===== config.mk =====
export PLATFORM = sky130hd
export DESIGN_NAME = minimig_glue_top
export DESIGN_NICKNAME = d
export VERILOG_FILES = /design/src/verilog/minimig_glue_pkg.sv /design/src/verilog/reset_sequencer.sv /design/src/verilog/config_stage.sv /design/src/verilog/status_indicators.sv /design/src/verilog/bus_merge.sv /design/src/verilog/minimig_glue_top.sv
export SDC_FILE = /design/constraint.sdc
export NUM_CORES = 1
export LEC_CHECK = 0
export BUFFER_PORTS_ARGS = -buffer_cell sky130_fd_sc_hd__buf_2
export CAP_MARGIN = 10
export CELL_PAD_IN_SITES_DETAIL_PLACEMENT = 1
export CELL_PAD_IN_SITES_GLOBAL_PLACEMENT = 2
export CORE_MARGIN = 4
export CORE_UTILIZATION = 13
export CTS_CLUSTER_SIZE = 16
export DETAILED_ROUTE_END_ITERATION = 10
export PLACE_DENSITY = 0.85
export SLEW_MARGIN = 10
export SYNTH_ARGS = -nofsm -noshare
export SYNTH_HDL_FRONTEND = slang
export SYNTH_SLANG_ARGS = --single-unit
export TNS_END_PERCENT = 100

===== constraint.sdc =====
create_clock -name clk -period 2.85 [get_ports clk]
set_clock_uncertainty 0.15 [all_clocks]
set_input_delay 0.57 -clock clk [delete_from_list [all_inputs] [get_ports clk]]
set_output_delay 0.57 -clock clk [all_outputs]
set_load 0.02 [all_outputs]

===== src/verilog/minimig_glue_pkg.sv =====
// ----------------------------------------------------------------------
// shared definitions for the chipset glue block
//  bus widths and word types
//  host configuration word layouts
//  video standard and reset FSM encodings, reset frame count
// ----------------------------------------------------------------------

package minimig_glue_pkg;

	localparam int DATA_W    = 16;	// cpu and custom data buses
	localparam int IPL_W     = 3;	// m68k interrupt priority lines
	localparam int LED_DIV_W = 4;	// led dimming divider, 1 of 16 lines lit

	// frames of reset after the last request
	localparam int RESET_FRAMES = 4;
	localparam int FRAME_CNT_W  = $clog2(RESET_FRAMES + 1);

	typedef logic [DATA_W-1:0] data_t;
	typedef logic [IPL_W-1:0]  ipl_t;	// active low

	// memory configuration from the host
	typedef struct packed {
		logic       hrtmon;	// monitor enable
		logic [1:0] fast;	// fast ram size, only passed on
		logic [1:0] slow;	// slow ram size
		logic [1:0] chip;	// chip ram size, 2'b11 is 2MB
	} mem_cfg_t;

	// chipset feature selection
	typedef struct packed {
		logic aga;
		logic ecs;
		logic a1k;
		logic ntsc;		// requested, takes effect on reset
		logic turbo;
	} chip_cfg_t;

	typedef struct packed {
		logic       fast_kick;
		logic       fast_chip;
		logic [1:0] cpu_type;
	} cpu_cfg_t;

	typedef enum logic {VID_PAL = 1'b0, VID_NTSC = 1'b1} video_std_e;

	typedef enum logic [1:0] {RST_HOLD, RST_COUNT, RST_RUN} rst_state_e;

endpackage


===== src/verilog/reset_sequencer.sv =====
// ----------------------------------------------------------------------
// system reset sequencer
//  merges external, keyboard and user reset requests
//  holds reset for a number of frame starts after the last request
//  drives the global reset and the cpu reset
// ----------------------------------------------------------------------

module reset_sequencer (
	input  logic clk,
	input  logic reset,		// power-on reset
	input  logic clk7_en_i,
	input  logic rst_ext_i,		// reset from the control block
	input  logic kbd_rst_i,		// ctrl-amiga-amiga
	input  logic usr_rst_i,		// reset from the osd menu
	input  logic cpu_rst_req_i,	// cpu reset request from the host
	input  logic cpu_reset_n_i,	// reset instruction seen by the cpu
	input  logic sof_i,		// start of frame strobe
	output logic sys_reset_o,
	output logic reset_o,
	output logic cpu_reset_n_o
);

	import minimig_glue_pkg::*;

	rst_state_e             state;
	logic [FRAME_CNT_W-1:0] frame_cnt;	// frame starts seen so far
	logic                   rst_req;	// any reset source
	logic                   last_frame;

	assign rst_req    = rst_ext_i | kbd_rst_i | usr_rst_i;
	assign last_frame = (frame_cnt == FRAME_CNT_W'(RESET_FRAMES - 1));

	// ------------------------------------------------------------------
	// reset FSM
	// ------------------------------------------------------------------

	always_ff @(posedge clk) begin
		if (reset || rst_req) begin
			state     <= RST_HOLD;	// restart the sequence on each request
			frame_cnt <= '0;
		end else begin
			case (state)
				RST_HOLD: begin
					state <= RST_COUNT;	// requests gone
				end
				RST_COUNT: begin
					if (clk7_en_i && sof_i) begin
						if (last_frame)
							state <= RST_RUN;
						else
							frame_cnt <= frame_cnt + 1'b1;
					end
				end
				RST_RUN: begin
					state <= RST_RUN;	// stay until the next request
				end
				default: begin
					state <= RST_HOLD;
				end
			endcase
		end
	end

	// chips stay in reset until the machine runs
	assign sys_reset_o = (state != RST_RUN);

	// cpu reset instruction also resets the chipset
	assign reset_o = sys_reset_o | ~cpu_reset_n_i;

	// host may reset the cpu alone
	assign cpu_reset_n_o = ~(sys_reset_o | cpu_rst_req_i);

endmodule


===== src/verilog/config_stage.sv =====
// ----------------------------------------------------------------------
// host configuration register stage
//  retimes memory, chipset and cpu configuration words
//  PAL/NTSC latch, loaded only while the system is in reset
//  turbo chip ram and turbo kickstart permissions
// ----------------------------------------------------------------------

module config_stage (
	input  logic                           clk,
	input  logic                           reset,
	input  logic                           clk7_en_i,
	input  logic                           glob_reset_i,	// global reset
	input  logic                           ovl_i,		// kickstart overlay
	input  logic                           cpu_custom_i,	// agnus lets cpu on the bus
	input  minimig_glue_pkg::mem_cfg_t     mem_cfg_i,
	input  minimig_glue_pkg::chip_cfg_t    chip_cfg_i,
	input  minimig_glue_pkg::cpu_cfg_t     cpu_cfg_i,
	output minimig_glue_pkg::mem_cfg_t     mem_cfg_o,
	output minimig_glue_pkg::chip_cfg_t    chip_cfg_o,
	output minimig_glue_pkg::cpu_cfg_t     cpu_cfg_o,
	output minimig_glue_pkg::video_std_e   ntsc_o,
	output logic                           turbochipram_o,
	output logic                           turbokick_o
);

	import minimig_glue_pkg::*;

	mem_cfg_t  mem_cfg_q;
	chip_cfg_t chip_cfg_q;
	cpu_cfg_t  cpu_cfg_q;

	// ------------------------------------------------------------------
	// config words, one clock
	// ------------------------------------------------------------------

	always_ff @(posedge clk) begin
		if (reset) begin
			mem_cfg_q  <= '0;
			chip_cfg_q <= '0;
			cpu_cfg_q  <= '0;
		end else begin
			mem_cfg_q  <= mem_cfg_i;
			chip_cfg_q <= chip_cfg_i;
			cpu_cfg_q  <= cpu_cfg_i;
		end
	end

	assign mem_cfg_o  = mem_cfg_q;
	assign chip_cfg_o = chip_cfg_q;
	assign cpu_cfg_o  = cpu_cfg_q;

	// ------------------------------------------------------------------
	// video standard
	// ------------------------------------------------------------------

	// osd selection only takes effect through a reset
	always_ff @(posedge clk) begin
		if (reset) begin
			ntsc_o <= VID_PAL;
		end else if (clk7_en_i && glob_reset_i) begin
			ntsc_o <= chip_cfg_q.ntsc ? VID_NTSC : VID_PAL;
		end
	end

	// ------------------------------------------------------------------
	// turbo permissions
	// ------------------------------------------------------------------

	// aga only, no overlay, fast chip enabled, bus free and 2MB chip ram
	assign turbochipram_o = chip_cfg_q.aga
		& ~ovl_i
		& cpu_cfg_q.fast_chip
		& cpu_custom_i
		& (&mem_cfg_q.chip);

	// kickstart from fast memory once the overlay is gone
	assign turbokick_o = ~ovl_i & cpu_cfg_q.fast_kick & chip_cfg_q.aga;

endmodule


===== src/verilog/status_indicators.sv =====
// ----------------------------------------------------------------------
// status indicators
//  power led dimming at line rate while the led is off
//  vertical sync toggle for the host MCU
// ----------------------------------------------------------------------

module status_indicators (
	input  logic clk,
	input  logic reset,
	input  logic clk7_en_i,
	input  logic hsync_n_i,		// horizontal sync, active low
	input  logic vsync_n_i,		// vertical sync, active low
	input  logic led_n_i,		// power led off request from cia
	output logic pwr_led_o,
	output logic mcu_vsync_o	// toggles once per frame
);

	import minimig_glue_pkg::*;

	logic [LED_DIV_W-1:0] led_cnt;	// line counter
	logic                 led_dim;	// led dark for this line
	logic                 vsync_del;	// previous vsync sample

	// ------------------------------------------------------------------
	// power led pwm
	// ------------------------------------------------------------------

	always_ff @(posedge clk) begin
		if (reset) begin
			led_cnt <= '0;
			led_dim <= 1'b0;
		end else if (hsync_n_i) begin
			led_cnt <= led_cnt + 1'b1;
			led_dim <= |led_cnt;	// lit only when the count wraps
		end
	end

	// full on normally, glimmer when switched off
	assign pwr_led_o = ~(led_n_i & led_dim);

	// ------------------------------------------------------------------
	// mcu vsync
	// ------------------------------------------------------------------

	always_ff @(posedge clk) begin
		if (reset) begin
			vsync_del   <= 1'b0;
			mcu_vsync_o <= 1'b0;
		end else if (clk7_en_i) begin
			vsync_del <= vsync_n_i;
			if (!vsync_n_i && vsync_del)	// falling edge
				mcu_vsync_o <= ~mcu_vsync_o;
		end
	end

endmodule


===== src/verilog/bus_merge.sv =====
// ----------------------------------------------------------------------
// read bus and interrupt merge
//  wired-OR cpu and custom read buses, SPI data out
//  level 7 interrupt override
// ----------------------------------------------------------------------

module bus_merge (
	input  minimig_glue_pkg::data_t gary_rdata_i,	// address decoder / memory
	input  minimig_glue_pkg::data_t cia_rdata_i,	// cia b high, cia a low byte
	input  minimig_glue_pkg::data_t gayle_rdata_i,	// ide
	input  minimig_glue_pkg::data_t cart_rdata_i,	// action replay
	input  minimig_glue_pkg::data_t agnus_rdata_i,
	input  minimig_glue_pkg::data_t paula_rdata_i,
	input  minimig_glue_pkg::data_t denise_rdata_i,
	input  minimig_glue_pkg::data_t user_rdata_i,
	input  logic                    paula_sdo_i,
	input  logic                    user_sdo_i,
	input  logic                    int7_i,		// freeze button
	input  minimig_glue_pkg::ipl_t  paula_ipl_n_i,
	output minimig_glue_pkg::data_t cpu_rdata_o,
	output minimig_glue_pkg::data_t custom_rdata_o,
	output logic                    sdo_o,
	output minimig_glue_pkg::ipl_t  cpu_ipl_n_o
);

	// ------------------------------------------------------------------
	// read buses
	// ------------------------------------------------------------------

	// deselected sources drive zero
	assign cpu_rdata_o = gary_rdata_i
		| cia_rdata_i
		| gayle_rdata_i
		| cart_rdata_i;

	assign custom_rdata_o = agnus_rdata_i
		| paula_rdata_i
		| denise_rdata_i
		| user_rdata_i;

	// only the selected spi slave drives its sdo
	assign sdo_o = paula_sdo_i | user_sdo_i;

	// ------------------------------------------------------------------
	// interrupts
	// ------------------------------------------------------------------

	// nmi beats every paula level
	assign cpu_ipl_n_o = int7_i ? '0 : paula_ipl_n_i;

endmodule


===== src/verilog/minimig_glue_top.sv =====
// ----------------------------------------------------------------------
// chipset glue top level
//  reset sequencer, config register stage, status indicators,
//  read bus merge
// ----------------------------------------------------------------------

module minimig_glue_top (
	input  logic                          clk,
	input  logic                          reset,
	input  logic                          clk7_en_i,
	// reset sources
	input  logic                          rst_ext_i,
	input  logic                          kbd_rst_i,
	input  logic                          usr_rst_i,
	input  logic                          cpu_rst_req_i,
	input  logic                          cpu_reset_n_i,
	input  logic                          sof_i,
	// config
	input  logic                          ovl_i,
	input  logic                          cpu_custom_i,
	input  minimig_glue_pkg::mem_cfg_t    mem_cfg_i,
	input  minimig_glue_pkg::chip_cfg_t   chip_cfg_i,
	input  minimig_glue_pkg::cpu_cfg_t    cpu_cfg_i,
	// video and led
	input  logic                          hsync_n_i,
	input  logic                          vsync_n_i,
	input  logic                          led_n_i,
	// read data from the chips
	input  minimig_glue_pkg::data_t       gary_rdata_i,
	input  minimig_glue_pkg::data_t       cia_rdata_i,
	input  minimig_glue_pkg::data_t       gayle_rdata_i,
	input  minimig_glue_pkg::data_t       cart_rdata_i,
	input  minimig_glue_pkg::data_t       agnus_rdata_i,
	input  minimig_glue_pkg::data_t       paula_rdata_i,
	input  minimig_glue_pkg::data_t       denise_rdata_i,
	input  minimig_glue_pkg::data_t       user_rdata_i,
	input  logic                          paula_sdo_i,
	input  logic                          user_sdo_i,
	input  logic                          int7_i,
	input  minimig_glue_pkg::ipl_t        paula_ipl_n_i,
	// outputs
	output logic                          sys_reset_o,
	output logic                          rst_out_o,	// global reset status
	output logic                          cpu_reset_n_o,
	output minimig_glue_pkg::mem_cfg_t    mem_cfg_o,
	output minimig_glue_pkg::chip_cfg_t   chip_cfg_o,
	output minimig_glue_pkg::cpu_cfg_t    cpu_cfg_o,
	output logic [5:0]                    memcfg_o,
	output minimig_glue_pkg::video_std_e  ntsc_o,
	output logic                          turbochipram_o,
	output logic                          turbokick_o,
	output logic                          pwr_led_o,
	output logic                          mcu_vsync_o,
	output minimig_glue_pkg::data_t       cpu_rdata_o,
	output minimig_glue_pkg::data_t       custom_rdata_o,
	output logic                          sdo_o,
	output minimig_glue_pkg::ipl_t        cpu_ipl_n_o
);

	logic glob_reset;	// sequencer reset or cpu reset instruction

	assign rst_out_o = glob_reset;
	assign memcfg_o  = mem_cfg_o[5:0];	// monitor bit stays internal

	reset_sequencer u_reset_sequencer (
		.clk           (clk),
		.reset         (reset),
		.clk7_en_i     (clk7_en_i),
		.rst_ext_i     (rst_ext_i),
		.kbd_rst_i     (kbd_rst_i),
		.usr_rst_i     (usr_rst_i),
		.cpu_rst_req_i (cpu_rst_req_i),
		.cpu_reset_n_i (cpu_reset_n_i),
		.sof_i         (sof_i),
		.sys_reset_o   (sys_reset_o),
		.reset_o       (glob_reset),
		.cpu_reset_n_o (cpu_reset_n_o)
	);

	config_stage u_config_stage (
		.clk            (clk),
		.reset          (reset),
		.clk7_en_i      (clk7_en_i),
		.glob_reset_i   (glob_reset),
		.ovl_i          (ovl_i),
		.cpu_custom_i   (cpu_custom_i),
		.mem_cfg_i      (mem_cfg_i),
		.chip_cfg_i     (chip_cfg_i),
		.cpu_cfg_i      (cpu_cfg_i),
		.mem_cfg_o      (mem_cfg_o),
		.chip_cfg_o     (chip_cfg_o),
		.cpu_cfg_o      (cpu_cfg_o),
		.ntsc_o         (ntsc_o),
		.turbochipram_o (turbochipram_o),
		.turbokick_o    (turbokick_o)
	);

	status_indicators u_status_indicators (
		.clk         (clk),
		.reset       (reset),
		.clk7_en_i   (clk7_en_i),
		.hsync_n_i   (hsync_n_i),
		.vsync_n_i   (vsync_n_i),
		.led_n_i     (led_n_i),
		.pwr_led_o   (pwr_led_o),
		.mcu_vsync_o (mcu_vsync_o)
	);

	bus_merge u_bus_merge (
		.gary_rdata_i   (gary_rdata_i),
		.cia_rdata_i    (cia_rdata_i),
		.gayle_rdata_i  (gayle_rdata_i),
		.cart_rdata_i   (cart_rdata_i),
		.agnus_rdata_i  (agnus_rdata_i),
		.paula_rdata_i  (paula_rdata_i),
		.denise_rdata_i (denise_rdata_i),
		.user_rdata_i   (user_rdata_i),
		.paula_sdo_i    (paula_sdo_i),
		.user_sdo_i     (user_sdo_i),
		.int7_i         (int7_i),
		.paula_ipl_n_i  (paula_ipl_n_i),
		.cpu_rdata_o    (cpu_rdata_o),
		.custom_rdata_o (custom_rdata_o),
		.sdo_o          (sdo_o),
		.cpu_ipl_n_o    (cpu_ipl_n_o)
	);

endmodule


==> results of run 1 <==
## flip-flops by register name (all words and copies together) (netlist names)
signal,flops
u_config_stage.cpu_cfg_o,4
u_config_stage.mem_cfg_o,7
u_config_stage.ntsc_o,1
u_reset_sequencer.state,2
u_status_indicators.led_cnt,4
u_status_indicators.vsync_del,1
u_status_indicators.mcu_vsync_o,1
u_config_stage.chip_cfg_o,5
u_status_indicators.led_dim,1
u_reset_sequencer.frame_cnt,3
## per-layer routing
layer / vias up / GRT usage (%) / part of all wire [%]
li1: 980 / - / -
met1: 904 / 7.65 / 28
met2: 105 / 19.9 / 60
met3: 9 / 4.26 / 11
met4: 2 / 1.92 / 1.1
met5: - / 0 / 0.21
## logic make-up (layout without fill, tap and decap cells)
family                     count (synthesis)  in the layout  share of synthesized area (%)
xor gates and xnor gates                   5              5                           3.11
muxes                                      3              3                           2.13
adders and majority gates                  7              7                           6.22
AOI/OAI and AO/OA                          7              7                           2.84
and+or+nand+nor                           81             81                           38.1
buffers and inverters                     17            243                           6.31
DFF                                       29             29                           41.2
## through the flow
stage / setup slack (ps) / power, mW / hold WS [ps] / area (sq um) / std cells
finish: 773 / 1.00 / 324 / 2750 / 511
global route: 732 / 1.08 / 343 / 2750 / 511
detailed placement: 764 / 0.674 / 322 / 2660 / 504
CTS: 769 / 1.03 / 331 / 2750 / 511
floorplan: 926 / 0.535 / 283 / 1410 / 149
global placement: 796 / 0.665 / 290 / 2660 / 504
## where the power goes
part | internal [mW] | switching [mW]
combinational | 0.123 | 0.102
clock | 0.191 | 0.154
sequential | 0.424 | 0.0101
## worst paths after layout
check	to	start	cells past startpoint	slack, ps
worst max-delay path	cpu_rdata_o[11]	cia_rdata_i[11]	3	770
worst min-delay path	u_reset_sequencer.frame_cnt[2]	u_reset_sequencer.frame_cnt[2]	2	320
worst max register to register	u_reset_sequencer.frame_cnt[2]	u_reset_sequencer.frame_cnt[0]	5	1370
worst min register to register	u_reset_sequencer.frame_cnt[2]	u_reset_sequencer.frame_cnt[2]	2	320
## layout by cell type (no fill, tap or decap), drive strengths merged, types with 2 or more instances in the layout
cell	synthesis	final
a21oi	4	4
o21ai	2	2
nor2	10	10
ha	7	7
or4	33	33
buf	6	229
or2	2	2
xor2	4	4
dfxtp	29	29
nand4	2	2
clkbuf	4	7
nand3	4	4
nand2	4	4
nor2b	19	19
inv	7	7
mux2i	3	3
## critical path, stage by stage
cell                    delay (ps)
sky130_fd_sc_hd__buf_2         100
sky130_fd_sc_hd__or4_1         510
sky130_fd_sc_hd__buf_2         170
## final cells by class
| cell class | count | area [sq um] | area share (%) |
|---|---|---|---|
| flip-flops and latches | 29 | 581 | 21.1 |
| inverters | 7 | 26.3 | 0.956 |
| clock buffers | 7 | 86.3 | 3.14 |
| well taps | 136 | 170 | 6.19 |
| repair buffers | 229 | 1150 | 41.7 |
| multi-input cells | 103 | 738 | 26.9 |
==> flow_summary.rst, run 1 <==
.. list-table::
   :header-rows: 1

   * - Metric
     - Value
   * - Number of buffers created by CTS
     - 5
   * - Proportion of synthesized chip area in sequential cells
     - 41.2%
   * - Sum of routed wire length over all layers
     - 6120 microns
   * - Maximum operating frequency
     - 0.481 GHz
   * - Remaining number of nets flagged by the antenna check after routing
     - 0
   * - Final HPWL from detailed placement
     - 5560 microns
   * - EDFF count, synth
     - 0
   * - Setup-failing EPs final
     - 0
   * - First-pass iteration count of the detailed router
     - 4
   * - Final-layout fill cell count
     - 1311
   * - Leading post-synthesis cells by instance count
     - 32 x sky130_fd_sc_hd__or4_1, 29 x sky130_fd_sc_hd__dfxtp_1, 19 x sky130_fd_sc_hd__nor2b_1
   * - CP required
     - 2130 ps
   * - Routed via count
     - 2000
   * - CP Class
     - in2out
   * - Number of maximum-capacitance violations
     - 0
   * - Tcrit/Tclk final
     - 72.9%
   * - Ratio of total power to cell area
     - 366 nW/um^2
   * - Biggest area contributors in the synthesized netlist
     - sky130_fd_sc_hd__dfxtp_1 41%, sky130_fd_sc_hd__or4_1 17%, sky130_fd_sc_hd__nor2b_1 8.4%
   * - Syn Nets
     - 320
   * - Overall die width
     - 112 microns
   * - Number of buffers added for setup after CTS
     - 0
   * - Minimum period implied by the final worst setup slack
     - 2080 ps
   * - CP arrival
     - 1360 ps
   * - Number of gates resized after CTS
     - 0
   * - Die Outline Area
     - 12600 sq um
   * - Total negative slack
     - 0 ps
   * - Flop and latch count out of synthesis
     - 29
   * - Total of buffers placed on input and output ports
     - 229
   * - Worst Tran Pin Value
     - 486 ps
   * - Avg WL per Cell
     - 12.0 microns
   * - Synthesis Warnings
     - 0
   * - Drt initial violations
     - 19
   * - Area of the placeable core
     - 10400 sq um
   * - Bufs on Longest Clock Path
     - 2
   * - Combined global-route utilization of all metal layers
     - 9.36%
   * - Number of buffers added to fix hold violations after cts
     - 0
   * - Path type of the worst min-delay path
     - reg2reg
   * - Per-instance average area after synthesis
     - 9.45 sq um
   * - # nets final
     - 546
   * - Num rows
     - 37
   * - Grt total ovfl
     - 0
   * - Pin count of the biggest net entering global routing
     - 26
   * - Sort of element at the start of the critical path
     - primary input
   * - Area growth, synth to finish
     - 95.2%
   * - Cell type with the highest aggregate area in the netlist
     - sky130_fd_sc_hd__dfxtp_1
   * - Remaining routing DRC violations
     - 0
   * - Via count of the first global-routing pass
     - 2217
   * - First-pass GRT wire length
     - 9800 microns
   * - Critical Path Fanout Max
     - 1
   * - Clock network latency to the later pin of the worst-skew pair
     - 270 ps
   * - Endpoints failing hold
     - 0
   * - N_diodes
     - 0
   * - Clock H-tree levels
     - 2
   * - Lkg Pwr
     - 1.39 nW
   * - Most frequently used cell type in the post-synthesis netlist
     - sky130_fd_sc_hd__or4_1
   * - Gate Count Post-Synth
     - 149
   * - IO Count
     - 230
   * - Remaining max-slew budget at the tightest pin
     - 67.6%
   * - Worst vdd ir
     - 0.163 mV
   * - Outcome
     - complete, no violations
   * - Cell at the root of the clock tree
     - sky130_fd_sc_hd__clkbuf_8
   * - Post-Syn Area
     - 1410 sq um
   * - Post-synthesis cell type count
     - 28
   * - Share of Yosys cell area claimed by the top area cell type
     - 41.2%
   * - Vias per cell
     - 3.91
   * - Dominant synthesized flop cell
     - sky130_fd_sc_hd__dfxtp_1
   * - Ratio of cells with drive above 1 in the final layout
     - 63.7%
   * - Utilization after layout
     - 26.4%
   * - Number of max-slew violations in the final report
     - 0
   * - Clock transition at the register clock pins on the worst setup and hold paths after CTS
     - 60 ps
   * - Setup crit end kind
     - output port
   * - Global placer's final weighted congestion
     - 0.744
   * - RSZ-0062 raised after global routing
     - no
   * - Height of the die
     - 112 microns
   * - Sink count of the clock tree
     - 29
   * - TritonCTS clock tree
     - done
   * - Synth async-reset ratio
     - 0%
   * - Starting utilization of the core area
     - 13.5%
   * - Number of antenna violations at the first check in global routing
     - 1
(Power assumes the default switching activity.)
==> run 2: changes to the inputs <==
--- a/config.mk
+++ b/config.mk
@@ -10,10 +10,10 @@
 export CELL_PAD_IN_SITES_DETAIL_PLACEMENT = 1
 export CELL_PAD_IN_SITES_GLOBAL_PLACEMENT = 2
 export CORE_MARGIN = 4
-export CORE_UTILIZATION = 13
+export CORE_UTILIZATION = 10
 export CTS_CLUSTER_SIZE = 16
 export DETAILED_ROUTE_END_ITERATION = 10
-export PLACE_DENSITY = 0.85
+export PLACE_DENSITY = 0.7
 export SLEW_MARGIN = 10
 export SYNTH_ARGS = -nofsm -noshare
 export SYNTH_HDL_FRONTEND = slang
==> constraint.sdc (replaced) <==
create_clock -name clk -period 1.9 [get_ports clk]
set_clock_uncertainty 0.15 [all_clocks]
set_input_delay 0.38 -clock clk [delete_from_list [all_inputs] [get_ports clk]]
set_output_delay 0.38 -clock clk [all_outputs]
set_load 0.02 [all_outputs]
==> flow_summary.rst, run 2 (synthesized netlist as in run 1, its figures left out) <==
.. list-table::
   :header-rows: 1

   * - Metric
     - Value
   * - First-pass iteration count of the detailed router
     - 4 (unchanged)
   * - Clock Power Share
     - 48.1% (was 34.4%)
   * - Area growth, synth to finish
     - 106% (was 95.2%)
   * - CP arrival
     - 1170 ps (was 1360 ps)
   * - Clock H-tree levels
     - 2 (unchanged)
   * - Combinational group share of total power
     - 17.8% (was 22.4%)
   * - Area of the placeable core
     - 13800 sq um (was 10400 sq um)
   * - IO Count
     - 230 (unchanged)
   * - Die Outline Area
     - 16000 sq um (was 12600 sq um)
   * - Number of maximum-capacitance violations
     - 0 (unchanged)
   * - Final HPWL from detailed placement
     - 5420 microns (was 5560 microns)
   * - Sink count of the clock tree
     - 29 (unchanged)
   * - Number of flip-flops in the largest register
     - 7 (unchanged)
   * - Sort of element at the start of the critical path
     - flop (was primary input)
   * - Number of gates resized after CTS
     - 0 (unchanged)
   * - Cell at the root of the clock tree
     - sky130_fd_sc_hd__clkbuf_16 (was sky130_fd_sc_hd__clkbuf_8)
   * - Global placer's final weighted congestion
     - 0.704 (was 0.744)
   * - Number of buffers added to fix hold violations after cts
     - 0 (unchanged)
   * - Switching component of the power
     - 0.440 mW (was 0.266 mW)
   * - Routed via count
     - 2040 (was 2000)
   * - Bufs on Longest Clock Path
     - 2 (unchanged)
   * - Number of buffers created by CTS
     - 5 (unchanged)
   * - Remaining routing DRC violations
     - 0 (unchanged)
   * - Remaining max-slew budget at the tightest pin
     - 82.5% (was 67.6%)
   * - Most common cell after layout, fill and taps aside
     - sky130_fd_sc_hd__buf_2 (unchanged)
   * - First-pass GRT wire length
     - 9650 microns (was 9800 microns)
   * - Sum of routed wire length over all layers
     - 5940 microns (was 6120 microns)
   * - Maximum operating frequency
     - 0.587 GHz
   * - N_diodes
     - 0 (unchanged)
   * - Overall die width
     - 127 microns (was 112 microns)
   * - Lkg Pwr
     - 1.44 nW (was 1.39 nW)
   * - Via count of the first global-routing pass
     - 2249 (was 2217)
   * - RSZ-0062 raised after global routing
     - no (unchanged)
   * - Total negative slack
     - 0 ps (unchanged)
   * - Num rows
     - 43 (was 37)
   * - Grt total ovfl
     - 0 (unchanged)
   * - Tcrit/Tclk final
     - 89.7%
   * - Worst Tran Pin Value
     - 263 ps (was 486 ps)
   * - Pin count of the biggest net entering global routing
     - 25 (was 26)
   * - Outcome
     - complete, no violations (unchanged)
   * - Net switching share of the total power
     - 23.0% (was 26.5%)
   * - Path type of the worst min-delay path
     - in2reg (was reg2reg)
   * - Sequential share of power
     - 34.1% (was 43.2%)
   * - Starting utilization of the core area
     - 10.2% (was 13.5%)
   * - # nets final
     - 547 (was 546)
   * - Clock network latency to the later pin of the worst-skew pair
     - 270 ps (about the same)
   * - Height of the die
     - 127 microns (was 112 microns)
   * - Remaining number of nets flagged by the antenna check after routing
     - 0 (unchanged)
   * - Power consumption
     - 1.92 mW (was 1.00 mW)
   * - Commonest cells after routing, fill and taps aside
     - 229 x sky130_fd_sc_hd__buf_2, 32 x sky130_fd_sc_hd__or4_1, 29 x sky130_fd_sc_hd__dfxtp_1, 19 x sky130_fd_sc_hd__nor2b_1, 10 x sky130_fd_sc_hd__nor2_1 (unchanged)
   * - Setup crit end kind
     - output port (unchanged)
   * - Ratio of cells with drive above 1 in the final layout
     - 64.2% (was 63.7%)
   * - Minimum period implied by the final worst setup slack
     - 1700 ps
   * - Combined global-route utilization of all metal layers
     - 7.11% (was 9.36%)
   * - CP required
     - 1370 ps (was 2130 ps)
   * - Critical Path Fanout Max
     - 3 (was 1)
   * - Worst vdd ir
     - 0.387 mV (was 0.163 mV)
   * - Internal Dissipation
     - 1.48 mW (was 0.738 mW)
   * - Number of max-slew violations in the final report
     - 0 (unchanged)
   * - CP Class
     - reg2out (was in2out)
   * - Clock transition at the register clock pins on the worst setup and hold paths after CTS
     - 50 ps (was 60 ps)
   * - Ratio of total power to cell area
     - 661 nW/um^2 (was 366 nW/um^2)
   * - TritonCTS clock tree
     - done (unchanged)
   * - Setup-failing EPs final
     - 0 (unchanged)
   * - Total of buffers placed on input and output ports
     - 229 (unchanged)
   * - Endpoints failing hold
     - 0 (unchanged)
   * - Number of antenna violations at the first check in global routing
     - 1 (unchanged)
   * - Vias per cell
     - 3.66 (was 3.91)
   * - Drt initial violations
     - 53 (was 19)
   * - Avg WL per Cell
     - 10.7 microns (was 12.0 microns)
   * - Number of buffers added for setup after CTS
     - 0 (unchanged)
[run 2: cell count changes in the layout (fill, tap and decap cells not counted)]
cell                         before  now
sky130_fd_sc_hd__buf_4            0    1
sky130_fd_sc_hd__bufinv_16        0    1
sky130_fd_sc_hd__clkbuf_1         1    0
sky130_fd_sc_hd__clkbuf_16        0    5
sky130_fd_sc_hd__clkbuf_8         6    1
sky130_fd_sc_hd__clkinvlp_4       0    1
[run 2: power by group through the flow]
| stage | clock network, mW | registers (mW) | logic, mW |
|---|---|---|---|
| 6_report | 0.922 | 0.653 | 0.342 |
| 5_1_grt | 0.988 | 0.657 | 0.382 |
| 2_1_floorplan | 0 | 0.688 | 0.115 |
| 4_1_cts | 0.954 | 0.653 | 0.351 |
| 3_5_place_dp | 0 | 0.666 | 0.349 |
| 3_3_place_gp | 0 | 0.665 | 0.337 |
[run 2: area by class of cell]
type	count	area, sq um
clock buffer	6	139
clock inverter	2	37.5
fill	1730	10900
inverter	7	26.3
multi-input combinational	103	738
sequential	29	581
tap	180	225
timing repair buffer	230	1150
[run 2: layer usage]
layer	global-route usage (%)	wire length [microns]
met2	14.1	3280
met1	7.01	1920
met5	0	20
met4	1.14	29
met3	2.82	702
[run 2: critical path: stages, from the launching register on]
cell and delay [ps]:
sky130_fd_sc_hd__dfxtp_1 350, sky130_fd_sc_hd__inv_1 80, sky130_fd_sc_hd__ha_1 210, sky130_fd_sc_hd__nand2_1 100
sky130_fd_sc_hd__buf_2 170
[run 2: through the flow]
step,instances,hold slack [ps],setup slack (ps),cell area [sq um],util (%)
2_1_floorplan,149,283,276,1410,-
3_3_place_gp,549,293,215,2720,19.7
3_5_place_dp,549,317,205,2720,19.7
4_1_cts,557,167,173,2900,21.0
5_1_grt,557,174,90.0,2900,21.0
6_report,557,169,196,2900,21.0
[run 2: final timing paths]
| check | start | end | slack [ps] | cells after the start |
|---|---|---|---|---|
| setup reg to reg | u_reset_sequencer.frame_cnt[0] | u_reset_sequencer.frame_cnt[2] | 420 | 5 |
| hold reg to reg | u_reset_sequencer.frame_cnt[2] | u_reset_sequencer.frame_cnt[2] | 310 | 2 |
| hold / removal | chip_cfg_i[4] | u_config_stage.chip_cfg_o[4] | 170 | 2 |
| setup / recovery | u_reset_sequencer.state[0] | rst_out_o | 200 | 4 |
==> run 3: changes to the inputs <==
--- a/config.mk
+++ b/config.mk
@@ -9,8 +9,10 @@
 export CAP_MARGIN = 10
 export CELL_PAD_IN_SITES_DETAIL_PLACEMENT = 1
 export CELL_PAD_IN_SITES_GLOBAL_PLACEMENT = 2
+export CORE_ASPECT_RATIO = 2
 export CORE_MARGIN = 4
 export CORE_UTILIZATION = 10
+export CTS_BUF_LIST = sky130_fd_sc_hd__clkbuf_8 sky130_fd_sc_hd__clkbuf_16
 export CTS_CLUSTER_SIZE = 16
 export DETAILED_ROUTE_END_ITERATION = 10
 export PLACE_DENSITY = 0.7
==> flow_summary.rst, run 3 (synthesized netlist as in run 1, its figures left out) <==
.. list-table::
   :header-rows: 1

   * - Metric
     - Value
   * - Number of buffers added for setup after CTS
     - 0 (unchanged)
   * - CP arrival
     - 1210 ps (was 1170 ps)
   * - Area of the placeable core
     - 13900 sq um (was 13800 sq um)
   * - Num rows
     - 61 (was 43)
   * - CP required
     - 1370 ps (about the same)
   * - Worst path slowest cell
     - sky130_fd_sc_hd__or4_1 (was sky130_fd_sc_hd__dfxtp_1)
   * - Worst Tran Pin Value
     - 283 ps (was 263 ps)
   * - Combinational group share of total power
     - 19.2% (was 17.8%)
   * - Sort of element at the start of the critical path
     - primary input (was flop)
   * - Final HPWL from detailed placement
     - 5980 microns (was 5420 microns)
   * - Maximum operating frequency
     - 0.575 GHz (was 0.587 GHz)
   * - Remaining number of nets flagged by the antenna check after routing
     - 0 (unchanged)
   * - TritonCTS clock tree
     - done (unchanged)
   * - Number of max-slew violations in the final report
     - 0 (unchanged)
   * - Remaining routing DRC violations
     - 0 (unchanged)
   * - Clock transition at the register clock pins on the worst setup and hold paths after CTS
     - 50 ps (about the same)
   * - Final-layout fill cell count
     - 1730 (unchanged)
   * - RSZ-0062 raised after global routing
     - no (unchanged)
   * - Clock Power Share
     - 44.7% (was 48.1%)
   * - Grt total ovfl
     - 0 (unchanged)
   * - Crit-path max cell delay
     - 550 ps (was 350 ps)
   * - Sink count of the clock tree
     - 29 (unchanged)
   * - Power consumption
     - 1.81 mW (was 1.92 mW)
   * - Vias per cell
     - 3.69 (was 3.66)
   * - Number of buffers added to fix hold violations after cts
     - 0 (unchanged)
   * - Outcome
     - complete, no violations (unchanged)
   * - Most frequent cell on the critical path
     - sky130_fd_sc_hd__buf_2
   * - Final standard cell count with taps included and fillers excluded
     - 566 (was 557)
   * - Count of buffer and inverter cells on the critical path
     - 2 (unchanged)
   * - Tcrit/Tclk final
     - 91.5% (was 89.7%)
   * - Lkg Pwr
     - 1.44 nW (about the same)
   * - Overall die width
     - 91.9 microns (was 127 microns)
   * - Combined global-route utilization of all metal layers
     - 7.70% (was 7.11%)
   * - Total of buffers placed on input and output ports
     - 229 (unchanged)
   * - Setup-failing EPs final
     - 0 (unchanged)
   * - Commonest cells after routing, fill and taps aside
     - 229 x sky130_fd_sc_hd__buf_2, 32 x sky130_fd_sc_hd__or4_1, 29 x sky130_fd_sc_hd__dfxtp_1, 19 x sky130_fd_sc_hd__nor2b_1, 10 x sky130_fd_sc_hd__nor2_1 (unchanged)
   * - Height of the die
     - 176 microns (was 127 microns)
   * - Drt initial violations
     - 27 (was 53)
   * - Sum of routed wire length over all layers
     - 6540 microns (was 5940 microns)
   * - Worst vdd ir
     - 0.269 mV (was 0.387 mV)
   * - Internal Dissipation
     - 1.38 mW (was 1.48 mW)
   * - Total negative slack
     - 0 ps (unchanged)
   * - Die Outline Area
     - 16200 sq um (was 16000 sq um)
   * - Minimum period implied by the final worst setup slack
     - 1740 ps (was 1700 ps)
   * - Worst setup timing slack at the placement stage
     - 134 ps (was 205 ps)
   * - Number of maximum-capacitance violations
     - 0 (unchanged)
   * - Remaining max-slew budget at the tightest pin
     - 81.1% (was 82.5%)
   * - Ratio of total power to cell area
     - 626 nW/um^2 (was 661 nW/um^2)
   * - Number of antenna violations at the first check in global routing
     - 0 (was 1)
   * - First-pass iteration count of the detailed router
     - 4 (unchanged)
   * - Setup crit end kind
     - output port (unchanged)
   * - Cell Chain, Critical Path
     - buf_2 -> or4_1 -> buf_2 (was inv_1 -> ha_1 -> nand2_1 -> buf_2)
   * - N_diodes
     - 0 (unchanged)
   * - # nets final
     - 547 (unchanged)
   * - Ratio of cells with drive above 1 in the final layout
     - 64.2% (unchanged)
   * - Switching component of the power
     - 0.434 mW (was 0.440 mW)
   * - Path type of the worst min-delay path
     - in2reg (unchanged)
   * - Critical path's top delay family
     - simple AND/OR/NAND/NOR gates (was flip-flops)
   * - Sequential share of power
     - 36.1% (was 34.1%)
   * - Area growth, synth to finish
     - 106% (about the same)
   * - Bufs on Longest Clock Path
     - 2 (unchanged)
   * - First-pass GRT wire length
     - 9970 microns (was 9650 microns)
   * - Net switching share of the total power
     - 24.0% (was 23.0%)
   * - Clock network latency to the later pin of the worst-skew pair
     - 270 ps (about the same)
   * - Avg WL per Cell
     - 11.6 microns (was 10.7 microns)
   * - Routed via count
     - 2088 (was 2040)
   * - IO Count
     - 230 (unchanged)
   * - Global placer's final weighted congestion
     - 0.694 (was 0.704)
   * - Starting utilization of the core area
     - 10.1% (was 10.2%)
   * - Cell at the root of the clock tree
     - sky130_fd_sc_hd__clkbuf_16 (unchanged)
   * - Clock H-tree levels
     - 2 (unchanged)
   * - Endpoints failing hold
     - 0 (unchanged)
   * - Number of gates resized after CTS
     - 0 (unchanged)
   * - Utilization after layout
     - 20.8% (was 21.0%)
   * - Number of flip-flops in the largest register
     - 7 (unchanged)
   * - Final setup margin
     - 161 ps (was 196 ps)
   * - Most common cell after layout, fill and taps aside
     - sky130_fd_sc_hd__buf_2 (unchanged)
   * - Number of buffers created by CTS
     - 5 (unchanged)
   * - Pin count of the biggest net entering global routing
     - 25 (unchanged)
   * - Via count of the first global-routing pass
     - 2256 (was 2249)
   * - Critical Path Fanout Max
     - 1 (was 3)
   * - CP Class
     - in2out (was reg2out)
   * - Cell count after placement
     - 558 (was 549)
## run 3: cell count changes in the layout (fill, tap and decap cells not counted), sizes merged
cell / before / now
clkinvlp: 1 / 0
bufinv: 1 / 0
clkbuf: 6 / 7
clkinv: 0 / 1
## run 3: worst paths after layout
check | from | end | slack, ps | cells after the start
max | paula_rdata_i[12] | custom_rdata_o[12] | 160 | 3
min | chip_cfg_i[3] | u_config_stage.chip_cfg_o[3] | 170 | 2
max reg2reg | u_reset_sequencer.frame_cnt[0] | u_reset_sequencer.frame_cnt[2] | 420 | 5
min reg2reg | u_reset_sequencer.frame_cnt[2] | u_reset_sequencer.frame_cnt[2] | 300 | 2
## run 3: layer usage
metal	global-route usage (%)	wire length (microns)	vias up
li1	-	-	986
met1	7.18	2100	909
met2	14.7	3350	188
met3	3.47	1010	5
met4	2.23	78	0
met5	0	0	-
## run 3: power groups by stage
stage                     clock network, mW  registers, mW  logic, mW
after detailed placement                  0          0.666      0.355
after global placement                    0          0.664      0.343
after global routing                  0.881          0.657      0.385
final                                 0.810          0.654      0.347
after CTS                             0.856          0.654      0.356
after floorplan                           0          0.688      0.115
## run 3: cell type report
type / instances / area, sq um / area share, %
Timing Repair Buffer: 230 / 1150 / 39.9
Tap cell: 189 / 236 / 8.17
Sequential cell: 29 / 581 / 20.1
Clock buffer: 7 / 153 / 5.28
Clock inverter: 1 / 5.00 / 0.173
Inverter: 7 / 26.3 / 0.908
Multi-Input combinational cell: 103 / 738 / 25.5
## run 3: worst register-to-register path, delay by kind of cell, from the launching register on
family / cells / cell delay, ps
adders and majority gates: 2 / 410
AOI/OAI and AO/OA: 1 / 110
and+or+nand+nor: 2 / 420
DFF: 1 / 320
## run 3: per-stage QoR
step,cell area (sq um),hold WS [ps]
after detailed placement,2740,302
after floorplan,1410,283
after CTS,2890,157
final,2890,166
after global placement,2740,295
after global routing,2890,161
